## src/sdram_video_pkg.sv

```systemverilog
`default_nettype none

package sdram_video_pkg;

   // --------------------
   // sdram command set
   // --------------------
   // code is {cs_n, ras_n, cas_n, we_n}
   typedef enum logic [3:0] {
      cmd_inhibit         = 4'b1111,
      cmd_nop             = 4'b0111,
      cmd_active          = 4'b0011,
      cmd_read            = 4'b0101,
      cmd_write           = 4'b0100,
      cmd_burst_terminate = 4'b0110,
      cmd_precharge       = 4'b0010,
      cmd_auto_refresh    = 4'b0001,
      cmd_load_mode       = 4'b0000
   } sdram_cmd_e;

   // one clock worth of sdram pins
   typedef struct packed {
      sdram_cmd_e  cmd;
      logic [10:0] a;        // row / column + a10
      logic [1:0]  ba;
      logic [15:0] dq_out;
      logic        dq_oe;    // drive dq this cycle
      logic [1:0]  dqm;      // {dqmh, dqml}
   } sdram_bus_t;

   // host side, one 32-bit word per access
   typedef struct packed {
      logic [18:0] addr;     // word address
      logic [31:0] wdata;
      logic [3:0]  be_n;     // byte mask, 0 = write byte
      logic        rd;
      logic        wr;
   } host_req_t;

   typedef struct packed {
      logic [31:0] rdata;
      logic        busy;
      logic        ack;
   } host_rsp_t;

   // --------------------
   // load-mode word
   // --------------------
   // single write, std op, cl 2, sequential, burst 4
   localparam logic [10:0] mode_word = {1'b0, 1'b1, 2'b00, 3'd2, 1'b0, 3'b010};

   // raster, in pixels and lines (640x600)
   localparam int h_total  = 800;
   localparam int h_active = 640;
   localparam int h_front  = 16;
   localparam int h_sync   = 64;
   localparam int v_total  = 618;
   localparam int v_active = 600;
   localparam int v_front  = 1;
   localparam int v_sync   = 3;

   // slot layout, 100 slots of 16 clocks per line
   localparam int slot_phases  = 16;
   localparam int refresh_slot = 83;
   localparam int phase_last   = 7;    // capture / refresh / countdown phase

endpackage

`default_nettype wire

```

## src/sdram_init_seq.sv

```systemverilog
`default_nettype none

module sdram_init_seq (
   input  wire        clkram,
   input  wire        new_scr,
   input  wire  [3:0] phase,
   output sdram_video_pkg::sdram_bus_t init_bus,
   output logic       init_done
);

   localparam logic [4:0]  cnt_pre  = 5'd13;             // precharge slot
   localparam logic [4:0]  cnt_lmr  = 5'd2;              // load-mode slot
   localparam logic [10:0] pre_all  = 11'b100_0000_0000; // a10, all banks

   logic [4:0] count;   // slots left until ready

   // --------------------
   // power-up countdown
   // --------------------
   always_ff @(posedge clkram or posedge new_scr) begin
      if (new_scr) begin
         count <= 5'd31;
      end else if (phase == 4'(sdram_video_pkg::phase_last) && count != 5'd0) begin
         count <= count - 5'd1;                           // once per slot
      end
   end

   assign init_done = count == 5'd0;

   // commands, only at the start of a slot
   always_comb begin
      init_bus.cmd    = sdram_video_pkg::cmd_nop;
      init_bus.a      = (count == cnt_pre) ? pre_all : sdram_video_pkg::mode_word;
      init_bus.ba     = 2'b00;
      init_bus.dq_out = '0;
      init_bus.dq_oe  = 1'b0;
      init_bus.dqm    = 2'b11;                            // masked during init
      if (phase == 4'd0) begin
         if (count == cnt_pre) init_bus.cmd = sdram_video_pkg::cmd_precharge;
         else if (count == cnt_lmr) init_bus.cmd = sdram_video_pkg::cmd_load_mode;
      end
   end

   // nothing but the init pair before ready
   assert property (@(posedge clkram) disable iff (new_scr)
      !init_done |-> init_bus.cmd inside {sdram_video_pkg::cmd_nop,
                                          sdram_video_pkg::cmd_precharge,
                                          sdram_video_pkg::cmd_load_mode});

endmodule

`default_nettype wire

```

## config.mk

```make
export PLATFORM = sky130hd
export DESIGN_NAME = sdram_init_seq
export DESIGN_NICKNAME = d
export VERILOG_FILES = /design/src/sdram_video_pkg.sv /design/src/sdram_init_seq.sv
export SDC_FILE = /design/constraint.sdc
export NUM_CORES = 1
export LEC_CHECK = 0
export BUFFER_PORTS_ARGS = -buffer_cell sky130_fd_sc_hd__buf_4
export CORE_MARGIN = 1.5
export CORE_UTILIZATION = 35
export DETAILED_ROUTE_END_ITERATION = 12
export GPL_ROUTABILITY_DRIVEN = 0
export PLACE_DENSITY = 0.74
export SYNTH_ARGS = -nofsm -noshare
export SYNTH_HDL_FRONTEND = slang
export SYNTH_SLANG_ARGS = --single-unit
```

## constraint.sdc

```tcl
create_clock -name clkram -period 1.75 [get_ports clkram]
set_clock_uncertainty 0.05 [all_clocks]
set_input_delay 0.525 -clock clkram [delete_from_list [all_inputs] [get_ports clkram]]
set_output_delay 0.525 -clock clkram [all_outputs]
set_load 0.01 [all_outputs]
```

Word-level counts from Yosys, hierarchy flattened. Cells that the tools add are included.

Flip-flop bits (word level): 5. Input bits: 6. Output and inout port bits: 37. Logic and storage cells: 13.

Add/sub/neg operators: 1. Equality and inequality tests: 3. Muxes and demuxes: 4. Reductions and logical operators: 4.

Operator list (count): 11-bit 2-to-1 mux (1); 3-bit 2-to-1 mux (3); 5-bit by 2-bit equality test with 1-bit output (second input constant) (1); 5-bit by 4-bit equality test with 1-bit output (second input constant) (1); 5-bit logical NOT (1); 5-bit nonzero test (1); 5-bit by 1-bit subtractor with 5-bit output (second input constant) (1); 4-bit by 3-bit equality test with 1-bit output (second input constant) (1); 4-bit logical NOT (1); 1-bit logical AND (1).

Logic depth before layout (Yosys ltp).
Depth after elaboration: 4. Gate-level depth with buffers: 6. Gate-level depth less buffers: 5.

Worst setup path after synthesis. OpenSTA, ideal clock, no wires.

Path kind: register to output. From: register count[1]. To: output init_bus[34] (netlist name). Data arrival time: 1627 ps. Data required time: 1175 ps. Slack: -452 ps. Stages on the path, launching flop included: 7. Buffers on the path: 1. Cells stage by stage: dfstp_2 > inv_1 > ha_1 > nand4b_1 > inv_1 > o21ai_0 > buf_4.

RTL lines: start, declared (line sdram_init_seq.sv:15) `logic [4:0] count;`; start signal, assigned (line sdram_init_seq.sv:24) `count <= count - 5'd1;`; end, declared (line sdram_init_seq.sv:7) `output sdram_video_pkg::sdram_bus_t init_bus,`.

Worst setup path after layout.
From: register count[1]. To: output init_done.

Word-level cells in the longest chain between the ends: 1.

RTL lines: 5-bit logical NOT (line sdram_init_seq.sv:28) `assign init_done = count == 5'd0;`; end, declared (line sdram_init_seq.sv:8) `output logic init_done`.

Every way passes these cells.

==> results_tabular.tex <==
\begin{tabular}{lr}
\hline
Metric & Value \\
\hline
\multicolumn{2}{l}{\textbf{Outcome}} \\
\quad Outcome & complete, but fails checks \\
\quad Violated checks & setup timing \\
\multicolumn{2}{l}{\textbf{Clocking}} \\
\quad CTS Sinks & 5 \\
\quad CTS HTree Levels & 1 \\
\quad CTS tree & built \\
\quad Insertion delay to the later sink of the worst-skew pair & 0.24 ns \\
\quad Number of hold buffers added after CTS & 0 \\
\quad Clock transition at the registers of the reported paths & 0.04 ns \\
\quad Clock tree root driver cell & clkbuf\_4 \\
\quad CTS Buf Count & 3 \\
\quad Number of buffers between clock root and the deepest sink & 2 \\
\multicolumn{2}{l}{\textbf{Detailed routing}} \\
\quad Detailed-route vias per instance & 3.97 \\
\quad Number of search-and-repair iterations in the first detailed-routing pass & 3 \\
\quad Total Routed Length & 931 µm \\
\quad Number of DRC markers in iteration 0 & 3 \\
\quad Detail Route Antenna Nets & 0 \\
\quad Detail-routed net length per standard cell & 8.87 µm \\
\quad Routed via count & 417 \\
\quad DRC errors left & 0 \\
\multicolumn{2}{l}{\textbf{Global route}} \\
\quad Maximum number of pins on one net before global-route repair & 7 \\
\quad Global route overflow & 0 \\
\quad Via count of the first global-routing pass & 347 \\
\quad Number of antenna violations at the first check in global routing & 0 \\
\quad Gr usage total & 10.1\% \\
\quad Wire length of the first global-routing pass & 1360 µm \\
\multicolumn{2}{l}{\textbf{Critical path}} \\
\quad Classification of the worst setup path & reg -> out \\
\quad Worst setup path end & init\_done \\
\quad FF-to-FF setup slack & 0.11 ns \\
\quad Critical Path Source Type & flip-flop \\
\quad Required arrival time at the worst endpoint & 1.17 ns \\
\quad Critical register-to-register path endpoint & count[1] \\
\quad RR Startpoint & count[1] \\
\quad Critical path capture point type & primary output \\
\quad Cell count of the worst reg-to-reg path & 6 \\
\quad Startpoint of the most critical setup path & count[1] \\
\quad Endpoint arrival time on the critical path & 1.47 ns \\
\quad Worst Path Max Fanout & 3 \\
\multicolumn{2}{l}{\textbf{STA}} \\
\quad Final worst path period share & 117\% \\
\quad Endpoints failing hold & 0 \\
\quad Number of setup violations in the final report & 8 \\
\quad Setup repair after global routing missed its margin & yes \\
\quad Min Clock Period, post-route & 2.05 ns \\
\quad Number of pins with negative max-slew slack in the final report & 0 \\
\quad Highest achievable clock rate & 488 MHz \\
\quad Setup ws final & -0.297 ns \\
\quad Setup TNS & -2.14 ns \\
\multicolumn{2}{l}{\textbf{Floorplanning}} \\
\quad Height of the chip & 44.0 µm \\
\quad Die width & 44.0 µm \\
\quad Boundary Pins & 43 \\
\quad Core Footprint & 0.00154 mm² \\
\quad Area of the die & 0.00194 mm² \\
\quad Number of placement rows & 14 \\
\quad Effective utilization at floorplan & 38.1\% \\
\multicolumn{2}{l}{\textbf{Logic synthesis}} \\
\quad Total of warnings raised by yosys & 0 \\
\quad Primary FF master, synth & dfstp\_2 \\
\quad Post-synthesis register bit count & 5 \\
\quad Syn Area/Cell & 8.65 µm² \\
\quad Cell accounting for the most synthesized area & buf\_4 \\
\quad Syn Std Cell Area & 588 µm² \\
\quad Async set-reset flop share out of synthesis & 100\% \\
\quad Top-area cell type share of the netlist area & 40.9\% \\
\quad Largest cells by area after synthesis & buf\_4, dfstp\_2, ha\_1 \\
\quad Count of unique library cells instantiated by Yosys & 19 \\
\quad Synth Instances & 68 \\
\quad Sequential element share of the synthesized area & 22.3\% \\
\quad Number of enable flip-flop cells after synthesis & 0 \\
\multicolumn{2}{l}{\textbf{Cells and area}} \\
\quad Filler cell count & 153 \\
\quad Registers with the highest flip-flop counts & count x5 \\
\quad Inserted Diodes & 0 \\
\quad Most frequent cells in the layout & conb\_1, buf\_4, dfstp\_2, buf\_6 \\
\quad Register with the most flip-flops & count \\
\quad Leading cell type in the layout, fill and taps excluded & conb\_1 \\
\quad Register area & 131 µm² \\
\quad Area added between synthesis and finish & 25.1\% \\
\quad Net count reported at finish & 100 \\
\quad Number of flip-flops in the largest register & 5 \\
\quad Ratio of cells with drive above 1 in the final layout & 47.2\% \\
\quad Area occupied by multi-input gates & 353 µm² \\
\quad Area of all placed cells without fillers & 736 µm² \\
\multicolumn{2}{l}{\textbf{Hold path}} \\
\quad Type of the worst min-delay path & in -> async \\
\multicolumn{2}{l}{\textbf{Power}} \\
\quad Cell leakage power & 0.000373 µW \\
\quad IR drop worst, VDD & 0.634 mV \\
\quad PD cells & 1240 mW/mm² \\
\multicolumn{2}{l}{\textbf{Placement}} \\
\quad Cell area reported after detailed placement & 657 µm² \\
\quad Half-perimeter wire length after placement & 764 µm \\
\quad IO Port Bufs & 13 \\
\multicolumn{2}{l}{\textbf{Job}} \\
\quad Max-cap violation count & 0 \\
\hline
\end{tabular}
## per-stage QoR
stage	util (%)	worst slack (ns)	instances	hold WS, ns	power [µW]
2_1_floorplan	-	-0.149	95	0.446	561
5_1_grt	47.7	-0.372	105	0.367	989
3_3_place_gp	42.6	-0.0896	100	0.468	679
4_1_cts	46.3	-0.314	105	0.347	903
3_5_place_dp	42.6	-0.149	100	0.475	700
6_report	47.7	-0.297	105	0.342	916
## per-layer routing
layer | vias to the layer above | GRT usage [%] | wire, µm
met3 | 2 | 3.33 | 124
li1 | 197 | - | -
met4 | 0 | 7.27 | 6
met5 | - | 0 | 0
met2 | 35 | 18.2 | 491
met1 | 183 | 9.41 | 309
## critical path, stage by stage (launching register included)
cell and delay (ns):
dfstp_2 0.38, inv_2 0.10, ha_4 0.14, or4b_4 0.46, inv_2 0.06, buf_4 0.11
## cells in the mapped netlist (all sizes together), types with 2 or more instances
master  count
inv         5
ha          4
conb        2
xnor2       3
nand3       3
buf        32
dfstp       5
a21oi       2
nor2        2
## logic make-up (layout without fill, tap and decap cells)
group,Yosys count,count (layout),share of synthesized area (%)
buffers and inverters,37,31,44.0
AND/OR/NAND/NOR,13,13,14.9
flip-flops,5,5,22.3
adder cells (fa/ha/maj),4,4,8.51
AO/OA/AOI/OAI,3,3,2.55
XOR/XNOR,3,3,4.47
other,2,29,1.28
multiplexers,1,1,1.91
## area by class of cell
type | instances | area share, %
multi-input combinational | 53 | 48.0
timing repair buffer | 22 | 25.0
sequential | 5 | 17.9
clock buffer | 4 | 3.57
inverter | 5 | 2.89
tap | 16 | 2.72
## how the worst min path moves through the flow
stage | startpoint | endpoint | slack (ns) | depth (start not counted)
after global routing | new_scr | count[2] | 0.37 | 2
after floorplan | new_scr | count[0] | 0.45 | 1
after CTS | new_scr | count[2] | 0.35 | 2
final | new_scr | count[2] | 0.34 | 2
after detailed placement | count[2] | count[2] | 0.48 | 1
after global placement | count[3] | count[3] | 0.47 | 1
## timing repair
item | in CTS | in global routing
pin swaps | 1 | 1
endpoints found under the setup margin | 8 | 8
resized for setup | 4 | 6
setup buffers | 1 | 0
## report_power, final
group	internal, µW	switching, µW	total, µW
sequential	215	86.7	301
clock	85.9	43.2	129
combinational	273	213	485
total	573	342	916
No activity file was read; power rests on OpenSTA's default activity.
