`src/sdram_video_pkg.sv`:
```
`default_nettype none

package sdram_video_pkg;

   // --------------------
   // sdram command set
   // --------------------
   // code is {cs_n, ras_n, cas_n, we_n}
   typedef enum logic [3:0] {
      cmd_inhibit         = 4'b1111,
      cmd_nop             = 4'b0111,
      cmd_active          = 4'b0011,
      cmd_read            = 4'b0101,
      cmd_write           = 4'b0100,
      cmd_burst_terminate = 4'b0110,
      cmd_precharge       = 4'b0010,
      cmd_auto_refresh    = 4'b0001,
      cmd_load_mode       = 4'b0000
   } sdram_cmd_e;

   // one clock worth of sdram pins
   typedef struct packed {
      sdram_cmd_e  cmd;
      logic [10:0] a;        // row / column + a10
      logic [1:0]  ba;
      logic [15:0] dq_out;
      logic        dq_oe;    // drive dq this cycle
      logic [1:0]  dqm;      // {dqmh, dqml}
   } sdram_bus_t;

   // host side, one 32-bit word per access
   typedef struct packed {
      logic [18:0] addr;     // word address
      logic [31:0] wdata;
      logic [3:0]  be_n;     // byte mask, 0 = write byte
      logic        rd;
      logic        wr;
   } host_req_t;

   typedef struct packed {
      logic [31:0] rdata;
      logic        busy;
      logic        ack;
   } host_rsp_t;

   // --------------------
   // load-mode word
   // --------------------
   // single write, std op, cl 2, sequential, burst 4
   localparam logic [10:0] mode_word = {1'b0, 1'b1, 2'b00, 3'd2, 1'b0, 3'b010};

   // raster, in pixels and lines (640x600)
   localparam int h_total  = 800;
   localparam int h_active = 640;
   localparam int h_front  = 16;
   localparam int h_sync   = 64;
   localparam int v_total  = 618;
   localparam int v_active = 600;
   localparam int v_front  = 1;
   localparam int v_sync   = 3;

   // slot layout, 100 slots of 16 clocks per line
   localparam int slot_phases  = 16;
   localparam int refresh_slot = 83;
   localparam int phase_last   = 7;    // capture / refresh / countdown phase

endpackage

`default_nettype wire

```
`src/host_port.sv`:
```
`default_nettype none

module host_port (
   input  wire         clkram,
   input  wire         new_scr,
   input  wire sdram_video_pkg::host_req_t host_req,
   input  wire  [3:0]  phase,
   input  wire         init_done,
   input  wire         lo_valid,     // low half read back
   input  wire         hi_valid,     // access finished
   input  wire  [15:0] rd_word,
   output sdram_video_pkg::host_req_t req_q,
   output sdram_video_pkg::host_rsp_t host_rsp
);

   logic        req_on;    // rd or wr held by host
   logic        ack_q;
   logic [31:0] rdata_q;

   assign req_on = host_req.rd | host_req.wr;

   // --------------------
   // request capture
   // --------------------
   always_ff @(posedge clkram or posedge new_scr) begin
      if (new_scr) begin
         req_q <= '0;
      end else if (phase == 4'(sdram_video_pkg::phase_last)) begin
         if (init_done && !ack_q) begin
            req_q <= host_req;          // slot runs this one
         end else begin
            req_q.rd <= 1'b0;           // idle slot
            req_q.wr <= 1'b0;
         end
      end
   end

   // read word, two halves
   always_ff @(posedge clkram) begin
      if (lo_valid) rdata_q[15:0] <= rd_word;
      if (hi_valid) rdata_q[31:16] <= rd_word;
   end

   // --------------------
   // ack
   // --------------------
   always_ff @(posedge clkram or posedge new_scr) begin
      if (new_scr) begin
         ack_q <= 1'b0;
      end else begin
         if (!req_on) ack_q <= 1'b0;   // falls a cycle after release
         if (hi_valid) ack_q <= 1'b1;
      end
   end

   always_comb begin
      host_rsp.rdata = rdata_q;
      host_rsp.busy  = req_on & ~ack_q;  // also high while init runs
      host_rsp.ack   = ack_q;
   end

   // completion only for a request still held
   assert property (@(posedge clkram) disable iff (new_scr)
      $rose(ack_q) |-> $past(req_on));

endmodule

`default_nettype wire

```
`config.mk`:
```
export PLATFORM = sky130hd
export DESIGN_NAME = host_port
export DESIGN_NICKNAME = d
export VERILOG_FILES = /design/src/sdram_video_pkg.sv /design/src/host_port.sv
export SDC_FILE = /design/constraint.sdc
export NUM_CORES = 1
export LEC_CHECK = 0
export ABC_AREA = 0
export BUFFER_PORTS_ARGS = -buffer_cell sky130_fd_sc_hd__buf_2
export CORE_MARGIN = 2
export CORE_UTILIZATION = 40
export CTS_CLUSTER_DIAMETER = 150
export DETAILED_ROUTE_END_ITERATION = 6
export PLACE_DENSITY = 0.73
export SLEW_MARGIN = 0
export SYNTH_ARGS = -nofsm -noshare
export SYNTH_HDL_FRONTEND = slang
export SYNTH_SLANG_ARGS = --single-unit
```
`constraint.sdc`:
```
create_clock -name clkram -period 3.6 [get_ports clkram]
set_clock_uncertainty 0.2 [all_clocks]
set_input_delay 0.18 -clock clkram [delete_from_list [all_inputs] [get_ports clkram]]
set_output_delay 0.18 -clock clkram [all_outputs]
set_load 0.01 [all_outputs]
```
---- After elaboration in Yosys (flattened, before gate mapping) ----
Cells that the tools add are included.
storage, ports and cells
  register bits after elaboration ......... 90
  output and inout port bits .............. 91
  logic and storage cells ................. 19
cells by class
  equality and inequality tests ........... 2
  reduce and logical (&&, ||, !) cells .... 3
  bitwise operators ....................... 3
  mux-type cells .......................... 3
operators with widths
  cell                                           number
  == test 4 x 3 -> 1 bit, second input constant  1
  2-to-1 mux 1 bit                               2
  2-to-1 mux 2 bit                               1
  != test 2 bit, second input constant           1
  AND reduction 2 bit                            1
  bitwise AND 1 bit                              1
  logical AND 1 bit                              1
  zero test 1 bit                                1
  inverter 1 bit                                 1
  OR 1 bit                                       1

---- Logic depth before layout (Yosys ltp) ----
Gate-level depths: netlist (run 1).
  depth after elaboration ................. 3
  gate-level depth with buffers ........... 5
  mapped depth without buffers ............ 3

---- Least setup slack after synthesis (run 1) ----
OpenSTA, ideal clock, no wires.
  kind .................................... register to register
  start point ............................. register ack_q
  end point ............................... register req_q[22] (netlist bit)
  cell stages (with the launch flop) ...... 5
  clock period less this slack ............ 1.567 ns
  arrival ................................. 1.240 ns
  path slack .............................. 2.033 ns
  required time ........................... 3.273 ns
  library setup time ...................... 0.127 ns
  path through ............................ dfrtp_1 nor3b_2 buf_6 buf_6 mux2_1
on the way
  longest elaborated chain between the ends .. 3
RTL lines
  item                           line             text
  from (decl)                    host_port.sv:17  logic ack_q;
  from (signal assigned)         host_port.sv:49  ack_q <= 1'b0;
  from (signal assigned)         host_port.sv:51  if (!req_on) ack_q <= 1'b0;
  from (signal assigned)         host_port.sv:52  if (hi_valid) ack_q <= 1'b1;
  zero test 1 bit                host_port.sv:29  if (init_done && !ack_q) begin
  logical AND 1 bit              host_port.sv:29
  AND reduction 2 bit (no line)  n/a
  to (signal assigned)           host_port.sv:30  req_q <= host_req;
  to (decl)                      host_port.sv:12  output sdram_video_pkg::host_req_t req_q,
No other way between the ends.
A chain may end at the register's enable or synchronous reset.

---- Worst setup path after layout (run 1) ----
  start point ............................. register ack_q
  end point ............................... register req_q[1] (netlist bit)
on the way
  longest elaborated chain between the ends .. 3
RTL lines
  item               line
  zero test 1 bit    host_port.sv:29
  logical AND 1 bit  host_port.sv:29
  2-to-1 mux 2 bit   host_port.sv:29
No other way between the ends.

==> results of run 1 <==
cells in the mapped netlist:
master / instances
a22o_1: 2
buf_4: 3
buf_6: 4
dfrtp_1: 58
edfxtp_1: 32
inv_1: 1
mux2_1: 28
mux2_2: 27
nand2b_1: 1
nand4b_4: 1
nor2_1: 2
nor3b_2: 1
o21ai_0: 1
area by class of cell:
class                   count  area [sq um]  area share (%)
inverters                   1          3.75          0.0735
clock buffers               9           124            2.42
repair buffers            251          1640            32.2
well taps                 102           128            2.50
multi-input cells          63           698            13.7
clock inverters             7          98.8            1.93
flip-flops and latches     90          2410            47.2
per-stage QoR:
stage | utilization, % | power, mW | instances
after floorplan | - | 1.39 | 161
after global routing | 66.1 | 2.48 | 523
final | 66.1 | 2.37 | 523
after detailed placement | 53.4 | 1.58 | 431
after global placement | 53.4 | 1.57 | 431
after CTS | 66.1 | 2.39 | 523
state kept, by name, indices dropped and copies added (netlist names):
signal	cells
ack_q	1
rdata_q	32
req_q	57
critical path: stages (launching register included):
cell and delay, ns:
dfrtp_1 0.43, nor3b_4 0.20, buf_4 0.31, a22o_1 0.16
dlygate4sd3_1 0.53
per-layer routing:
layer / share of wire (%) / up-vias / global-route usage (%)
met5: 0 / - / 0
met4: 1.5 / 0 / 6.99
met3: 7.4 / 10 / 5.08
met2: 52 / 114 / 31.9
met1: 39 / 1116 / 19.2
li1: - / 1090 / -
where the power goes:
group	switching [mW]	internal (mW)	leakage, nW
Clock	0.350	0.395	0.106
Combinational	0.177	0.216	1.42
Sequential	0.0485	1.18	1.08
cells by family after synthesis:
logic type	after synthesis	share of synthesized area [%]
AO/OA/AOI/OAI	3	0.709
AND/OR/NAND/NOR	5	1.58
buffers and inverters	8	2.25
multiplexers	55	19.5
flip-flops	90	76.0
worst max path at each step:
stage,cells after the start,slack [ns],end,start
2_1_floorplan,1,1.79,ack_q,new_scr
3_3_place_gp,5,1.77,req_q[12],phase[3]
3_5_place_dp,5,1.73,req_q[5],phase[3]
4_1_cts,4,1.70,req_q[1],ack_q
5_1_grt,4,1.60,req_q[0],ack_q
6_report,4,1.70,req_q[1],ack_q
repair_timing:
action,4_1_cts,5_1_grt
endpoints found under the hold margin,124,0
hold buffers,76,0
setup endpoints to repair,0,0
==> run metrics, run 1 <==
status=finished clean; ANT nets after route=0; fmax=0.525 GHz; Finished Cell Area=5110 sq um; PwrDens=463 nW/um^2; router iterations before antenna repair=4; most frequent cells in the layout=172 x buf_2, 76 x dlygate4sd3_1, 58 x dfrtp_1, 32 x edfxtp_1, 28 x mux2_1; H-tree levels=3; Register-to-Register Path Depth=4; Synth Net Count=243; Synth area leaders=dfrtp_1 46%, edfxtp_1 30%, mux2_1 9.9%; Seq/Total Area, Yosys=76.0%; Final WS setup=1.70 ns; min Tclk post-route=1.90 ns; RSZ-0062 raised after global routing=false; global placement routability congestion=0.731; vias in the first global route=2480; yosys warns=0; TritonCTS Buffers=9; WL/cell=14.4 microns; Yosys reg bits=90; Setup Buffers After CTS=0; Starting Density=41.1%; leakage power=2.61 nW; via/cell ratio=4.46; clock sink total=90; hold depth=1; Slew Viols, Final=0; most common cell after layout, fill and taps aside=buf_2; CP Max Fanout=20; Yosys top cell by area=dfrtp_1; HP Start=lo_valid; Root Driver=clkbuf_8; reg2reg end=req_q[1]; r2r startpoint=ack_q; # setup viols final=0; class of the worst hold path=input pin to register; WS Path Type=register to register; MaxCap Viol Count=0; GRT Total Usage=17.5%; clk_lat worst skew=0.34 ns; IO Count=173; IO Port Bufs=172; Die X=93.1 microns; post-synthesis instance total=161; Worst Path Required=3.68 ns; core region area=7730 sq um; post_cts resized=0; largest net degree at the start of global routing=38; first-pass GRT wire length=11.6 mm; die area=8670 sq um; synthesized area per cell=19.7 sq um; Slew @ Worst Pin=0.729 ns; DP Worst Slack=1.73 ns; r2r setup slk=1.70 ns; Startpoint Class=register; Netlist cell types=13; HPWL after DPL=4.73 mm; CTS tree=yes; FP Rows=32; final worst path period share=52.9%; ant diodes=0; initial antenna violation count=0; Netlist Area Pre-Place=3180 sq um; Clock transition at path regs=0.09 ns; maximum VDD drop=0.000244 V; CP Capture Type=register; CP arrival=1.98 ns; Total Nets Final=498; final hold slack=0.0542 ns; final hold violations=0; via count=2330; CTS Buffer Depth=2; Area Growth Syn to Fin=60.9%; Placed Area=4130 sq um; total congestion overflow=0; routed wire length=7.54 mm; Slew HR=51.3%; share of layout cells above drive strength 1=52.5%; Residual DRC=0; Die Y=93.1 microns; setup TNS=0 ns; fillcell total=546; share of the synthesized area in the top cell type=45.7%; Hold Crit Endpoint=rdata_q[4]; Initial DRC Count=58
Power figures use the tool's default switching activity.
==> run 2: changes to the inputs <==
PLACE_DENSITY = 0.76   (was 0.73)
clock period = 1.66 ns   (was 3.6 ns; I/O delays follow)
==> run 2 against run 1 <==
  * Critical path depth stayed put
  * Cell count is 1.3% higher
  * Die area stayed put
  * Power is 120% higher
  * Cell area is 2.3% higher
  * Worst hold slack worse by 0.047 ns
  * Sequential share of layout area is 1.0 points lower
  * Register-to-register slack worse by 1.6 ns
  * Non-clock buffer count is 7 higher
  * Utilization is 1.5 points higher
  * Sequential power is 120% higher
  * Clock power is 120% higher
  * Largest cell class unchanged
==> run metrics, run 2 (synthesis results as in run 1) <==
r2r startpoint=ack_q (unchanged); WL/cell=15.0 microns (was 14.4 microns); final hold violations=0 (unchanged); class of the worst hold path=input pin to register (unchanged); ant diodes=0 (unchanged); vias in the first global route=2522 (was 2480); TritonCTS Buffers=9 (unchanged); router iterations before antenna repair=4 (unchanged); Total Nets Final=505 (was 498); Startpoint Class=register (unchanged); Biggest register=req_q (unchanged); via/cell ratio=4.50 (was 4.46); CP Cell Sequence=nor3b_4 > buf_4 > clkbuf_16 > mux2_1 (was nor3b_4 > buf_4 > a22o_1 > dlygate4sd3_1); Register-to-Register Path Depth=4 (unchanged); reg2reg end=req_q[26] (was req_q[1]); Hold Crit Endpoint=req_q[0] (was rdata_q[4]); hold depth=4 (was 1); H-tree levels=3 (unchanged); most frequent cells in the layout=172 x buf_2, 76 x dlygate4sd3_1, 58 x dfrtp_1, 32 x edfxtp_1, 28 x mux2_1 (unchanged); setup TNS=0 ns (unchanged); fmax=0.620 GHz (was 0.525 GHz); routed length on met3=573 microns (was 558 microns); final hold slack=0.00727 ns (was 0.0542 ns); PwrDens=994 nW/um^2 (was 463 nW/um^2); core region area=7730 sq um (unchanged); Clock transition at path regs=0.09 ns (about the same); r2r setup slk=0.05 ns (was 1.70 ns); initial antenna violation count=0 (unchanged); CP arrival=1.64 ns (was 1.98 ns); Slew HR=74.4% (was 51.3%); clk_lat worst skew=0.34 ns (about the same); Initial DRC Count=61 (was 58); final worst path period share=97.2% (was 52.9%); total congestion overflow=0 (unchanged); CTS tree=yes (unchanged); IO Count=173 (unchanged); placed cells=434 (was 431); CP Capture Type=register (unchanged); MaxCap Viol Count=0 (unchanged); # setup viols final=0 (unchanged); DR top layer=met4 (unchanged); Die X=93.1 microns (unchanged); WS Path Type=register to register (unchanged); most common cell after layout, fill and taps aside=buf_2 (unchanged); HPWL after DPL=4.98 mm (was 4.73 mm); Placed Area=4180 sq um (was 4130 sq um); max incr delay on CP=0.41 ns (was 0.53 ns); IO Port Bufs=172 (unchanged); WL met2=4.12 mm (was 3.93 mm); met1 WL=3.09 mm (was 2.94 mm); CP Max Fanout=10 (was 20); leakage power=2.66 nW (was 2.61 nW); FP Rows=32 (unchanged); DP Worst Slack=0.0301 ns (was 1.73 ns); Design Power=5.19 mW (was 2.37 mW); Die Y=93.1 microns (unchanged); share of layout cells above drive strength 1=53.3% (was 52.5%); max reg flops=57 (unchanged); Final Util=67.6% (was 66.1%); fillcell total=536 (was 546); GRT Total Usage=18.1% (was 17.5%); Residual DRC=0 (unchanged); status=finished clean (unchanged); global placement routability congestion=0.707 (was 0.731); Slew Viols, Final=0 (unchanged); Final WS setup=0.0473 ns (was 1.70 ns); HP Start=phase[2] (was lo_valid); post-route insts no fill=530 (was 523); clock sink total=90 (unchanged); largest net degree at the start of global routing=59 (was 38); Root Driver=clkbuf_8 (unchanged); Largest regs=req_q x57, rdata_q x32, ack_q x1 (unchanged); Worst path slowest cell=dfrtp_1 (was dlygate4sd3_1); Starting Density=41.1% (unchanged); min Tclk post-route=1.61 ns (was 1.90 ns); CTS Buffer Depth=2 (unchanged); via count=2385 (was 2330); first-pass GRT wire length=11.9 mm (was 11.6 mm); Slew @ Worst Pin=0.384 ns (was 0.729 ns); ANT nets after route=0 (unchanged); routed wire length=7.93 mm (was 7.54 mm); maximum VDD drop=0.000632 V (was 0.000244 V); die area=8670 sq um (unchanged); Area Growth Syn to Fin=64.5% (was 60.9%); Finished Cell Area=5220 sq um (was 5110 sq um); Worst Path Required=1.69 ns (was 3.68 ns)
-- run 2: where the power goes --
part           switching (mW)  total [mW]  internal [mW]
combinational           0.384       0.861          0.476
sequential              0.112        2.67           2.56
clock                   0.782        1.66          0.879
total                    1.28        5.19           3.91
-- run 2: final cells by class --
| cell class | count | area, sq um | area share [%] |
|---|---|---|---|
| clock buffer | 9 | 124 | 2.37 |
| clock inverter | 7 | 108 | 2.06 |
| inverter | 1 | 7.51 | 0.144 |
| multi-input combinational | 63 | 698 | 13.4 |
| sequential | 90 | 2410 | 46.2 |
| tap | 102 | 128 | 2.44 |
| timing repair buffer | 258 | 1750 | 33.4 |
-- run 2: repair_timing --
| action | in CTS | in global routing |
|---|---|---|
| setup endpoints to repair | 0 | 34 |
| setup buffers | 0 | 2 |
| endpoints found under the hold margin | 180 | 0 |
| hold buffers | 76 | 0 |
| gates resized for setup | 0 | 1 |
-- run 2: worst max-delay path by stage --
stage / to / slack, ns / depth (start not counted) / from
floorplan: req_q[22] / 0.09 / 4 / ack_q
global placement: req_q[9] / 0.08 / 3 / ack_q
detailed placement: req_q[11] / 0.03 / 3 / ack_q
CTS: req_q[8] / 0.02 / 3 / ack_q
global route: req_q[14] / -0.0006 / 4 / ack_q
finish: req_q[26] / 0.05 / 4 / ack_q
-- run 2: critical path, delay by kind of cell, from the launching register on --
kind                   cells  cell delay (ns)
flip-flops                 1             0.41
buffers and inverters      2             0.35
multiplexers               1             0.33
AND/OR/NAND/NOR            1             0.21
-- run 2: metal layers --
metal / up-vias / GRT usage [%]
li1: 1108 / -
met3: 14 / 5.16
met1: 1142 / 20.0
met5: - / 0
met2: 121 / 33.1
met4: 0 / 6.37
