--- src/sdram_video_pkg.sv ---
`default_nettype none

package sdram_video_pkg;

   // --------------------
   // sdram command set
   // --------------------
   // code is {cs_n, ras_n, cas_n, we_n}
   typedef enum logic [3:0] {
      cmd_inhibit         = 4'b1111,
      cmd_nop             = 4'b0111,
      cmd_active          = 4'b0011,
      cmd_read            = 4'b0101,
      cmd_write           = 4'b0100,
      cmd_burst_terminate = 4'b0110,
      cmd_precharge       = 4'b0010,
      cmd_auto_refresh    = 4'b0001,
      cmd_load_mode       = 4'b0000
   } sdram_cmd_e;

   // one clock worth of sdram pins
   typedef struct packed {
      sdram_cmd_e  cmd;
      logic [10:0] a;        // row / column + a10
      logic [1:0]  ba;
      logic [15:0] dq_out;
      logic        dq_oe;    // drive dq this cycle
      logic [1:0]  dqm;      // {dqmh, dqml}
   } sdram_bus_t;

   // host side, one 32-bit word per access
   typedef struct packed {
      logic [18:0] addr;     // word address
      logic [31:0] wdata;
      logic [3:0]  be_n;     // byte mask, 0 = write byte
      logic        rd;
      logic        wr;
   } host_req_t;

   typedef struct packed {
      logic [31:0] rdata;
      logic        busy;
      logic        ack;
   } host_rsp_t;

   // --------------------
   // load-mode word
   // --------------------
   // single write, std op, cl 2, sequential, burst 4
   localparam logic [10:0] mode_word = {1'b0, 1'b1, 2'b00, 3'd2, 1'b0, 3'b010};

   // raster, in pixels and lines (640x600)
   localparam int h_total  = 800;
   localparam int h_active = 640;
   localparam int h_front  = 16;
   localparam int h_sync   = 64;
   localparam int v_total  = 618;
   localparam int v_active = 600;
   localparam int v_front  = 1;
   localparam int v_sync   = 3;

   // slot layout, 100 slots of 16 clocks per line
   localparam int slot_phases  = 16;
   localparam int refresh_slot = 83;
   localparam int phase_last   = 7;    // capture / refresh / countdown phase

endpackage

`default_nettype wire

--- src/raster_timing.sv ---
`default_nettype none

module raster_timing #(
   parameter int refresh_slot = 83          // any slot 0..99
) (
   input  wire        clkram,
   input  wire        new_scr,
   output logic [3:0] phase,
   output logic       refresh_now,
   output logic       hsync,
   output logic       vsync,
   output logic       visible
);

   // counter runs at two clocks per pixel
   localparam int h_last  = 2 * sdram_video_pkg::h_total - 1;
   localparam int v_last  = sdram_video_pkg::v_total - 1;
   localparam int hs_beg  = 2 * (sdram_video_pkg::h_active + sdram_video_pkg::h_front);
   localparam int hs_end  = hs_beg + 2 * sdram_video_pkg::h_sync;
   localparam int vs_beg  = sdram_video_pkg::v_active + sdram_video_pkg::v_front;
   localparam int vs_end  = vs_beg + sdram_video_pkg::v_sync;
   localparam int vis_beg = sdram_video_pkg::slot_phases;  // one slot late
   localparam int vis_end = vis_beg + 2 * sdram_video_pkg::h_active;

   logic [10:0] h_cnt;   // 0..1599
   logic [9:0]  v_cnt;   // 0..617
   logic [6:0]  slot;    // 0..99

   // --------------------
   // counters
   // --------------------
   always_ff @(posedge clkram or posedge new_scr) begin
      if (new_scr) begin
         h_cnt <= '0;
         v_cnt <= '0;
      end else if (h_cnt == 11'(h_last)) begin
         h_cnt <= '0;
         if (v_cnt == 10'(v_last)) v_cnt <= '0;   // frame wrap
         else v_cnt <= v_cnt + 10'd1;
      end else begin
         h_cnt <= h_cnt + 11'd1;
      end
   end

   assign phase       = h_cnt[3:0];
   assign slot        = h_cnt[10:4];
   assign refresh_now = slot == 7'(refresh_slot);

   // sync and blanking decode
   assign hsync   = h_cnt >= 11'(hs_beg) && h_cnt < 11'(hs_end);
   assign vsync   = v_cnt >= 10'(vs_beg) && v_cnt < 10'(vs_end);
   assign visible = h_cnt >= 11'(vis_beg) && h_cnt < 11'(vis_end)
                    && v_cnt < 10'(sdram_video_pkg::v_active);

   // a new line always starts on a slot boundary
   assert property (@(posedge clkram) disable iff (new_scr)
      (v_cnt != $past(v_cnt)) |-> (phase == 4'd0 && slot == 7'd0));

endmodule

`default_nettype wire

--- config.mk ---
export PLATFORM = sky130hd
export DESIGN_NAME = raster_timing
export DESIGN_NICKNAME = d
export VERILOG_FILES = /design/src/sdram_video_pkg.sv /design/src/raster_timing.sv
export SDC_FILE = /design/constraint.sdc
export NUM_CORES = 1
export LEC_CHECK = 0
export ABC_AREA = 1
export BUFFER_PORTS_ARGS = -buffer_cell sky130_fd_sc_hd__buf_2
export CAP_MARGIN = 5
export CORE_ASPECT_RATIO = 0.5
export CORE_MARGIN = 8
export CORE_UTILIZATION = 43
export CTS_CLUSTER_SIZE = 24
export DETAILED_ROUTE_END_ITERATION = 10
export PLACE_DENSITY = 0.58
export SLEW_MARGIN = 20
export SYNTH_ARGS = -nofsm -noshare
export SYNTH_HDL_FRONTEND = slang
export SYNTH_SLANG_ARGS = --single-unit
--- constraint.sdc ---
create_clock -name clkram -period 2.15 [get_ports clkram]
set_clock_uncertainty 0.2 [all_clocks]
set_input_delay 0.1075 -clock clkram [delete_from_list [all_inputs] [get_ports clkram]]
set_output_delay 0.1075 -clock clkram [all_outputs]
set_load 0.05 [all_outputs]
== Word level (Yosys, flattened, before mapping) ==
Index checks and enable logic that the tools add are counted.

* Register bits: 21
* Input port bits: 2
* Output and inout port bits: 8
* Logic and storage cells: 20

* Add/sub/neg operators: 2
* $lt $le $gt $ge: 7
* Equal/unequal tests: 3
* Muxes and demuxes: 2
* Reduce and logical (&&, ||, !) cells: 4

{| class="wikitable"
|+ Operator list
! operator !! number
|-
| $lt 11x11->1 const B || 2
|-
| $lt 10x10->1 const B || 2
|-
| $add 11x1->11 const B || 1
|-
| $eq 11x11->1 const B || 1
|-
| $ge 11x11->1 const B || 1
|-
| $ge 11x5->1 const B || 1
|-
| $mux 11 || 1
|-
| $add 10x1->10 const B || 1
|-
| $eq 10x10->1 const B || 1
|-
| $ge 10x10->1 const B || 1
|-
| $mux 10 || 1
|-
| $eq 7x7->1 const B || 1
|-
| $logic_and 1x1->1 || 4
|}

== Depth between registers and ports, before layout ==
Gate-level depths: netlist of the first run.

* Word-level depth: 3
* Depth in mapped cells: 9
* Mapped depth without buffers: 9

== Least setup slack after synthesis of the first run ==
No wires, ideal clock.

* Path kind: flip-flop to output port
* Start point: reg h_cnt[5]
* End point: out refresh_now
* Arrival time: 2.071 ns
* Required time: 1.842 ns
* Slack: -0.228 ns
* Cell stages (with the launch flop): 5
* Buffers on the path: 0
* Cells stage by stage: dfrtp_1 -> nand2_1 -> inv_1 -> nand2_2 -> nor4_1

* Word-level cells in the longest chain between the ends: 1

{| class="wikitable"
|+ Ends and longest elaborated chain
! item !! line !! source
|-
| start: declaration || raster_timing.sv:25 || <nowiki>logic [10:0] h_cnt;</nowiki>
|-
| start signal: assignment || raster_timing.sv:41 || <nowiki>h_cnt <= h_cnt + 11'd1;</nowiki>
|-
| $eq 7x7->1 || raster_timing.sv:47 || <nowiki>assign refresh_now = slot == 7'(refresh_slot);</nowiki>
|-
| end: declaration || raster_timing.sv:9 || <nowiki>output logic refresh_now,</nowiki>
|}

Every way passes these cells.

== Final worst setup path of the first run ==
* Start point: reg h_cnt[5]
* End point: out visible

* Word-level cells in the longest chain between the ends: 3
* Elaborated cells between the ends (all ways): 4
* Classes of those cells: order compare (2); reduce/logical (2)

{| class="wikitable"
|+ Ends and longest elaborated chain
! item !! line !! source
|-
| $ge 11x5->1 or $lt 11x11->1 (tied branches) || raster_timing.sv:52 || <nowiki>assign visible = h_cnt >= 11'(vis_beg) && h_cnt < 11'(vis_end)</nowiki>
|-
| $logic_and 1x1->1 * || raster_timing.sv:52 ||
|-
| $logic_and 1x1->1 * || raster_timing.sv:53 || <nowiki>&& v_cnt < 10'(sdram_video_pkg::v_active);</nowiki>
|-
| end: declaration || raster_timing.sv:12 || <nowiki>output logic visible</nowiki>
|}

Mark *: on every way between the ends. The rest lies on a longest branch, timed or not.

==> impl_metrics.ini, run 1 <==
[routing]
ant_nets = 0
dr.first_iter.drc_count = 24
avgRoutedWirePerCell_um = 11.2
finalWirelength_um = 2500
drcViolationCount = 0
routed-via-count = 1075
firstDrtPassIters = 4
post_drt_via_cell_ratio = 4.82

[yosys]
synth_warnings = 0
synth-seq-area-share_pct = 39.4
netlist.top_cell.by_area = sky130_fd_sc_hd__dfrtp_1
synth_top_cell_area_share_pct = 39.4
synthTopCellsByArea = sky130_fd_sc_hd__dfrtp_1 (39%), sky130_fd_sc_hd__nand2_1 (8.2%), sky130_fd_sc_hd__nor2_1 (7.9%)
synth_cells = 177
ys_seq_elements = 21
post_synth_instance_area_um2 = 1330
synth.distinct_cells = 27
synth.avg_cell_area_um2 = 7.53
synth_fp_nets = 184

[setup_path]
timing.reg2reg.setup_slack_ns = 0.29
critPathLaunch = h_cnt[5]
worst_r2r_path_depth = 6
worst_r2r_endpoint = v_cnt[6]
worstPathRequired_ns = 1.84
rr_startpoint = h_cnt[1]
cp.arrival_ns = 1.58
cp_max_fo = 5
timing.setup.critical_path_class = register to output pin
timing.critical_path.from_type = register
critPathCaptureType = output pin
crit_end = visible

[floorplan]
floorplan.initialDensity_pct = 44.7
design.die.area_um2 = 5240
design.core.area_um2 = 2980
die_height_um = 55.4
chipWidth_um = 94.7
io_pins = 10
num_rows = 14

[placement]
post_place_worst_slack_ns = 0.303
place.gp.congestion = 0.821
detailedPlacementHpwl_um = 1910
postPlaceCellArea_um2 = 1380
placement.io_buffers = 9

[layout]
layout.cell_area.non_filler_um2 = 1430
layout.nets = 191
insertedDiodeCount = 0
area_growth_pct = 7.51
post_route_cells_drive_above_1_share_pct = 12.0

[sta]
post-route-period-util_pct = 87.6
finalHoldViolations = 0
tns_ns = 0
achievable_freq_ghz = 0.531
setup-violations-final = 0
slew-limit-headroom_pct = 45.1
finalWorstSetupSlack_ns = 0.266
worstMarginPinSlew_ns = 0.823
drv_slew = 0
finalHoldWorstSlack_ns = 0.334
setup_repair_after_global_routing_missed_its_margin = false
min_period_ns = 1.88

[power]
power_w = 0.000659
max-vdd-ir-drop_uv = 316
static-leakage-power_nw = 0.699
p_per_area_nw_per_um2 = 460

[clocking]
number_of_cells_upsized_or_downsized_after_cts = 0
clock_latency_ns = 0.25
max-clock-path-buffers = 2
post-cts-setup-buffers = 0
cts_sinks = 21
cts_inserted_buffers = 3
ctsRootBufferMaster = sky130_fd_sc_hd__clkbuf_8
clk_pin_slew_ns = 0.07
cts.htree.levels = 1
tritoncts = done

[global_route]
globalRoute.busiestLayer = met2
met3_usage_pct = 3.63
first_global_vias = 1026
met1_track_utilization_from_global_routing_pct = 13.2
grt_start_max_net_pins = 22
antenna_found_initial = 0
grtUsageMet2_pct = 16.4
wire_length_of_the_first_global_routing_pass_um = 4460
grt_overflow = 0
gr-usage-all-layers_pct = 10.3

[worst_hold_path]
timing.hold.worst.class = register to register

[run_status]
result_of_the_run = finished clean

[flow_run]
timing.max_cap.violations = 0
how the worst min path moves through the flow:
stage                  start       end  cells past startpoint
finish              h_cnt[4]  h_cnt[4]                      2
global route        h_cnt[4]  h_cnt[4]                      2
CTS                 h_cnt[4]  h_cnt[4]                      2
detailed placement   new_scr  v_cnt[4]                      2
global placement     new_scr  v_cnt[3]                      2
floorplan            new_scr  h_cnt[0]                      1
cell type report:
class                      instances  area [µm²]
timing repair buffer              10        55.1
fill                             307        1550
tap                               40        50.0
sequential                        21         526
multi-input combinational        121         656
clock buffer                       4        45.0
inverter                          27         101
cell usage after synthesis, drive strengths merged:
master,n
xor2,4
nand3,20
dfrtp,21
and3,1
nand4,5
buf,8
a21oi,6
nand2,30
or2,1
xnor2,1
ha,5
o31ai,1
nor4,1
nor3,6
nor2,28
a31o,1
inv,27
o21ai,11
registers in the layout, summed over array words and instances, names as in the netlist:
register / cells
h_cnt: 11
v_cnt: 10
what timing repair did:
item                                   4_1_cts  5_1_grt
endpoints found under the hold margin       21        0
setup endpoints to repair                    0        0
hold buffers                                 1        0
per-stage QoR:
stage          utilization [%]  std cells
2_1_floorplan                -        177
3_3_place_gp              46.3        218
3_5_place_dp              46.3        218
4_1_cts                   48.1        223
5_1_grt                   48.1        223
6_report                  48.1        223
routing by layer:
layer	wire, µm	vias to the layer above
met1	1340	490
met4	8	0
met5	0	-
met2	1070	8
met3	75	2
li1	-	575
cells by family after synthesis:
family                     share of synthesized area [%]
AOI/OAI and AO/OA                                   8.17
adders and majority gates                           4.69
DFF                                                 39.4
buffers and inverters                               11.8
and+or+nand+nor                                     32.6
xor gates and xnor gates                            3.29
worst max-delay path, cell delays in order, from the launching register on:
cell and delay, ns:
sky130_fd_sc_hd__dfrtp_1 0.42, sky130_fd_sc_hd__nor3_1 0.28, sky130_fd_sc_hd__nand2_1 0.11, sky130_fd_sc_hd__nand3_1 0.08, sky130_fd_sc_hd__o21ai_0 0.08, sky130_fd_sc_hd__nor2_1 0.09, sky130_fd_sc_hd__buf_2 0.26
placed cells by master (no fill, tap or decap), types with 2 or more instances in the layout:
| master | Yosys | routed |
|---|---|---|
| sky130_fd_sc_hd__xor2_1 | 4 | 4 |
| sky130_fd_sc_hd__a21oi_1 | 4 | 4 |
| sky130_fd_sc_hd__inv_1 | 27 | 27 |
| sky130_fd_sc_hd__nor2_1 | 28 | 28 |
| sky130_fd_sc_hd__clkbuf_8 | 0 | 3 |
| sky130_fd_sc_hd__nand2_1 | 29 | 29 |
| sky130_fd_sc_hd__nand3_1 | 18 | 18 |
| sky130_fd_sc_hd__nand4_1 | 5 | 5 |
| sky130_fd_sc_hd__nor3_1 | 4 | 4 |
| sky130_fd_sc_hd__a21oi_2 | 2 | 2 |
| sky130_fd_sc_hd__dfrtp_1 | 21 | 21 |
| sky130_fd_sc_hd__o21ai_0 | 10 | 10 |
| sky130_fd_sc_hd__ha_1 | 5 | 5 |
| sky130_fd_sc_hd__buf_2 | 3 | 9 |
power by group:
group	internal, W	switching [W]
Combinational	0.00000191	0.00000804
Sequential	0.000395	0
Clock	0.000132	0.000122
Total	0.000528	0.000130
(Power assumes the default switching activity.)
==> inputs of run 2 (changes only) <==
PLACE_DENSITY = not set   (was 0.58)
==> run 2 against run 1 <==
Effect of this change:
- fmax is 1.3% higher
- critical endpoint unchanged
- critical path depth did not move
- register-to-register slack improved by 0.02 ns
- final area about the same
- global-route usage grew 0.72 points
- worst hold slack got worse by 0.0090 ns
- non-clock buffer count unchanged
- final cell count stayed put
==> impl_metrics.ini, run 2 (synthesis results as in run 1) <==
[run_status]
result_of_the_run = finished clean

[clocking]
cts_sinks = 21
clock_latency_ns = 0.27
cts_inserted_buffers = 3
clk_pin_slew_ns = 0.08
cts_hold_repair.buffers = 1
post-cts-setup-buffers = 0
tritoncts = done
cts.htree.levels = 1
number_of_cells_upsized_or_downsized_after_cts = 0
ctsRootBufferMaster = sky130_fd_sc_hd__clkbuf_8
max-clock-path-buffers = 2

[global_route]
antenna_found_initial = 0
gr-usage-all-layers_pct = 11.0
grt_start_max_net_pins = 22
wire_length_of_the_first_global_routing_pass_um = 4570
grt_overflow = 0
first_global_vias = 991

[power]
switchingPower_w = 0.000138
switching_share_pct = 20.8
clkPwrFrac_pct = 39.1
cell_internal_pwr_w = 0.000526
static-leakage-power_nw = 0.702
p_per_area_nw_per_um2 = 463
pwr-share-seq_pct = 59.5
power.combinational.fraction_pct = 1.5
max-vdd-ir-drop_uv = 346

[placement]
detailedPlacementHpwl_um = 1930
postPlaceCellArea_um2 = 1380
place.gp.congestion = 0.802
placement.io_buffers = 9

[layout]
post_route_cells_drive_above_1_share_pct = 12.6
layout.filler_cells = 311
largest_register_ffs = 11
most-common-layout-cells = sky130_fd_sc_hd__nand2_1 (29), sky130_fd_sc_hd__nor2_1 (28), sky130_fd_sc_hd__inv_1 (27)
layout.cell_area.non_filler_um2 = 1430
max_flop_register = h_cnt
layout.nets = 191
final_util_pct = 48.2
area_growth_pct = 7.61
insertedDiodeCount = 0
layout_top_registers = h_cnt x11, v_cnt x10
mostFrequentLayoutCell = sky130_fd_sc_hd__nand2_1

[routing]
routed-via-count = 1113
avgRoutedWirePerCell_um = 11.5
finalWirelength_um = 2560
ant_nets = 0
route.met3.wl_um = 97
dr.first_iter.drc_count = 39
highest_layer = met4
met2WireLength_um = 1120
drt-met1-wl_um = 1310
post_drt_via_cell_ratio = 4.99
firstDrtPassIters = 4
drcViolationCount = 0

[floorplan]
design.core.area_um2 = 2980
num_rows = 14
design.die.area_um2 = 5240
io_pins = 10
chipWidth_um = 94.7
die_height_um = 55.4
floorplan.initialDensity_pct = 44.7

[sta]
tns_ns = 0
drv_slew = 0
setup-violations-final = 0
achievable_freq_ghz = 0.538
finalHoldViolations = 0
setup_repair_after_global_routing_missed_its_margin = false
finalHoldWorstSlack_ns = 0.325
worstMarginPinSlew_ns = 0.788
post-route-period-util_pct = 86.5
min_period_ns = 1.86
slew-limit-headroom_pct = 47.4

[setup_path]
timing.critical_path.from_type = register
cp.arrival_ns = 1.55
timing.reg2reg.setup_slack_ns = 0.31
timing.setup.critical_path_class = register to output pin
critPathCaptureType = output pin
worstPathRequired_ns = 1.84
cp_max_fo = 5

[flow_run]
timing.max_cap.violations = 0

[worst_hold_path]
timing.hold.worst.class = register to register
[run 2: layout make-up]
type	instances	area [µm²]	area share, %
clock buffers	3	41.3	2.88
clock inverters	1	5.00	0.349
inverters	27	101	7.07
multi-input cells	121	656	45.7
flip-flops and latches	21	526	36.6
well taps	40	50.0	3.49
repair buffers	10	55.1	3.84
[run 2: per-layer routing]
| metal | vias to the layer above | GRT usage (%) |
|---|---|---|
| met1 | 524 | 14.4 |
| li1 | 571 | - |
| met5 | - | 0 |
| met3 | 5 | 3.90 |
| met4 | 0 | 4.63 |
| met2 | 13 | 15.8 |
[run 2: worst paths after layout]
path,startpoint,to,cells past startpoint
worst max-delay path,h_cnt[7],visible,6
worst min-delay path,v_cnt[4],v_cnt[4],1
worst max register to register,h_cnt[0],v_cnt[8],6
worst min register to register,v_cnt[4],v_cnt[4],1
max in group asynchronous,new_scr,h_cnt[10],3
min in group asynchronous,new_scr,v_cnt[3],3
[run 2: metrics by stage]
step	setup WS (ns)	power (W)	std cells
global route	0.123	0.000699	223
CTS	0.283	0.000677	223
global placement	0.388	0.000411	218
finish	0.290	0.000664	223
floorplan	0.360	0.000408	177
detailed placement	0.309	0.000412	218
[run 2: worst max-delay path: stages (launching register included)]
cell                      delay, ns
sky130_fd_sc_hd__dfrtp_1       0.43
sky130_fd_sc_hd__nor3_1        0.26
sky130_fd_sc_hd__nand2_1       0.10
sky130_fd_sc_hd__nand3_1       0.07
sky130_fd_sc_hd__o21ai_0       0.08
sky130_fd_sc_hd__nor2_1        0.08
sky130_fd_sc_hd__buf_2         0.26
[run 2: power by group through the flow]
stage | logic (W) | registers [W] | clock network [W]
after global placement | 0.00000887 | 0.000402 | 0
after detailed placement | 0.00000925 | 0.000402 | 0
after CTS | 0.0000105 | 0.000395 | 0.000272
after global routing | 0.0000116 | 0.000395 | 0.000292
final | 0.00000963 | 0.000395 | 0.000259
after floorplan | 0.00000591 | 0.000402 | 0
==> inputs of run 3 (changes only) <==
CORE_MARGIN = not set   (was 8)
MAX_ROUTING_LAYER = met4   (was not set)
SLEW_MARGIN = 15   (was 20)
==> run 3 against run 2 <==
Effect of this change:
- count of clock-buffer cells in the layout did not move
- worst hold slack improved by 0.0054 ns
- highest routed layer unchanged
- final area fell by 0.26%
- register-to-register slack barely moved
- routed wire length fell by 3.3%
- clock power rose by 3%
- largest power group unchanged
- global-route usage rose by 5.8 points
==> impl_metrics.ini, run 3 (synthesis results as in run 1) <==
[power]
cell_internal_pwr_w = 0.000526
switchingPower_w = 0.000144
p_per_area_nw_per_um2 = 468
max-vdd-ir-drop_uv = 350
switching_share_pct = 21.5
power.combinational.fraction_pct = 1.5
pwr-share-seq_pct = 58.9
clkPwrFrac_pct = 39.6
static-leakage-power_nw = 0.702

[layout]
sequential_cell_area_um2 = 526
insertedDiodeCount = 0
most-common-layout-cells = sky130_fd_sc_hd__nand2_1 (29), sky130_fd_sc_hd__nor2_1 (28), sky130_fd_sc_hd__inv_1 (27)
layout.nets = 191
mostFrequentLayoutCell = sky130_fd_sc_hd__nand2_1
largest_register_ffs = 11
area_growth_pct = 7.32
max_flop_register = h_cnt
post_route_cells_drive_above_1_share_pct = 12.6
layout_top_registers = h_cnt x11, v_cnt x10
multi_input_area_um2 = 656
layout.filler_cells = 275

[routing]
dr.first_iter.drc_count = 76
ant_nets = 0
avgRoutedWirePerCell_um = 11.3
post_drt_via_cell_ratio = 4.96
firstDrtPassIters = 4
drcViolationCount = 0
finalWirelength_um = 2480
routed-via-count = 1091

[global_route]
grt_start_max_net_pins = 22
grt_overflow = 0
wire_length_of_the_first_global_routing_pass_um = 3850
antenna_found_initial = 0
gr-usage-all-layers_pct = 16.8
first_global_vias = 852

[floorplan]
die_height_um = 41.4
num_rows = 13
chipWidth_um = 80.7
io_pins = 10
design.core.area_um2 = 2770
design.die.area_um2 = 3340
floorplan.initialDensity_pct = 48.2

[clocking]
clock_latency_ns = 0.27
clk_pin_slew_ns = 0.08
cts_sinks = 21
cts_inserted_buffers = 3
ctsRootBufferMaster = sky130_fd_sc_hd__clkbuf_8
cts_hold_repair.buffers = 1
tritoncts = done
cts.htree.levels = 1
max-clock-path-buffers = 2
number_of_cells_upsized_or_downsized_after_cts = 0
post-cts-setup-buffers = 0

[setup_path]
cp_max_fo = 5
critical-path-top-delay-family = simple AND/OR/NAND/NOR gates
timing.reg2reg.setup_slack_ns = 0.31
crit_path_max_incr_delay_ns = 0.43
timing.critical_path.cells = nor3_1 -> nand2_1 -> nand3_1 -> o21ai_0 -> nor2_1 -> buf_2
worstPathRequired_ns = 1.84
worst_r2r_endpoint = v_cnt[6]
critPathCaptureType = output pin
cp.arrival_ns = 1.58
rr_startpoint = h_cnt[1]
worst_r2r_path_depth = 6
timing.setup.critical_path_class = register to output pin
timing.critical_path.from_type = register
crit_buf_inv = 1
timing.critical_path.slowest_stage_cell = sky130_fd_sc_hd__dfrtp_1

[sta]
worstMarginPinSlew_ns = 0.801
slew-limit-headroom_pct = 46.5
min_period_ns = 1.89
finalHoldWorstSlack_ns = 0.330
finalHoldViolations = 0
tns_ns = 0
achievable_freq_ghz = 0.529
setup_repair_after_global_routing_missed_its_margin = false
post-route-period-util_pct = 88.0
drv_slew = 0
setup-violations-final = 0

[worst_hold_path]
timing.hold.worst.class = input port to asynchronous set/reset pin

[placement]
detailedPlacementHpwl_um = 1860
placement.io_buffers = 9
place.gp.congestion = 0.770

[run_status]
result_of_the_run = finished clean

[flow_run]
timing.max_cap.violations = 0
-- run 3: cell counts in the layout (fill, tap and decap cells not counted) --
No cell type changed its count.
-- run 3: tightest hold or removal path: cells and delay by family --
family | cells | cell delay, ns
buffers and inverters | 3 | 1.23
-- run 3: metrics by stage --
stage | utilization [%] | power (W) | setup slack [ns] | instances | area, µm²
floorplan | - | 0.000408 | 0.360 | 177 | 1340
global placement | 49.7 | 0.000411 | 0.376 | 215 | 1370
detailed placement | 49.7 | 0.000412 | 0.306 | 215 | 1370
CTS | 51.7 | 0.000683 | 0.273 | 220 | 1430
global route | 51.7 | 0.000694 | 0.139 | 220 | 1430
finish | 51.7 | 0.000670 | 0.258 | 220 | 1430
-- run 3: power groups by stage --
stage          Sequential, W  Clock (W)  Combinational, W
2_1_floorplan       0.000402          0        0.00000591
3_3_place_gp        0.000402          0        0.00000892
3_5_place_dp        0.000402          0        0.00000943
4_1_cts             0.000395   0.000277         0.0000108
5_1_grt             0.000395   0.000287         0.0000122
6_report            0.000395   0.000266        0.00000975
-- run 3: worst max path at each step --
stage | from | to | slack (ns) | cells past startpoint
global route | h_cnt[6] | visible | 0.14 | 6
detailed placement | h_cnt[1] | v_cnt[6] | 0.31 | 6
floorplan | h_cnt[5] | visible | 0.36 | 5
CTS | h_cnt[5] | visible | 0.27 | 6
finish | h_cnt[5] | visible | 0.26 | 6
global placement | h_cnt[1] | v_cnt[6] | 0.38 | 6
-- run 3: routing by layer --
metal | routed length, µm | share of wire [%] | GRT usage (%)
met3 | 82 | 3.3 | 5.22
met5 | 0 | 0 | -
met1 | 1370 | 55 | 23.3
met2 | 1010 | 41 | 24.6
met4 | 16 | 0.65 | 2.68
-- run 3: layout make-up --
| class | instances | share of cell area, % |
|---|---|---|
| timing repair buffer | 10 | 3.85 |
| multi-input combinational | 121 | 45.8 |
| tap | 37 | 3.24 |
| sequential | 21 | 36.7 |
| clock buffer | 3 | 2.89 |
| clock inverter | 1 | 0.350 |
| inverter | 27 | 7.09 |
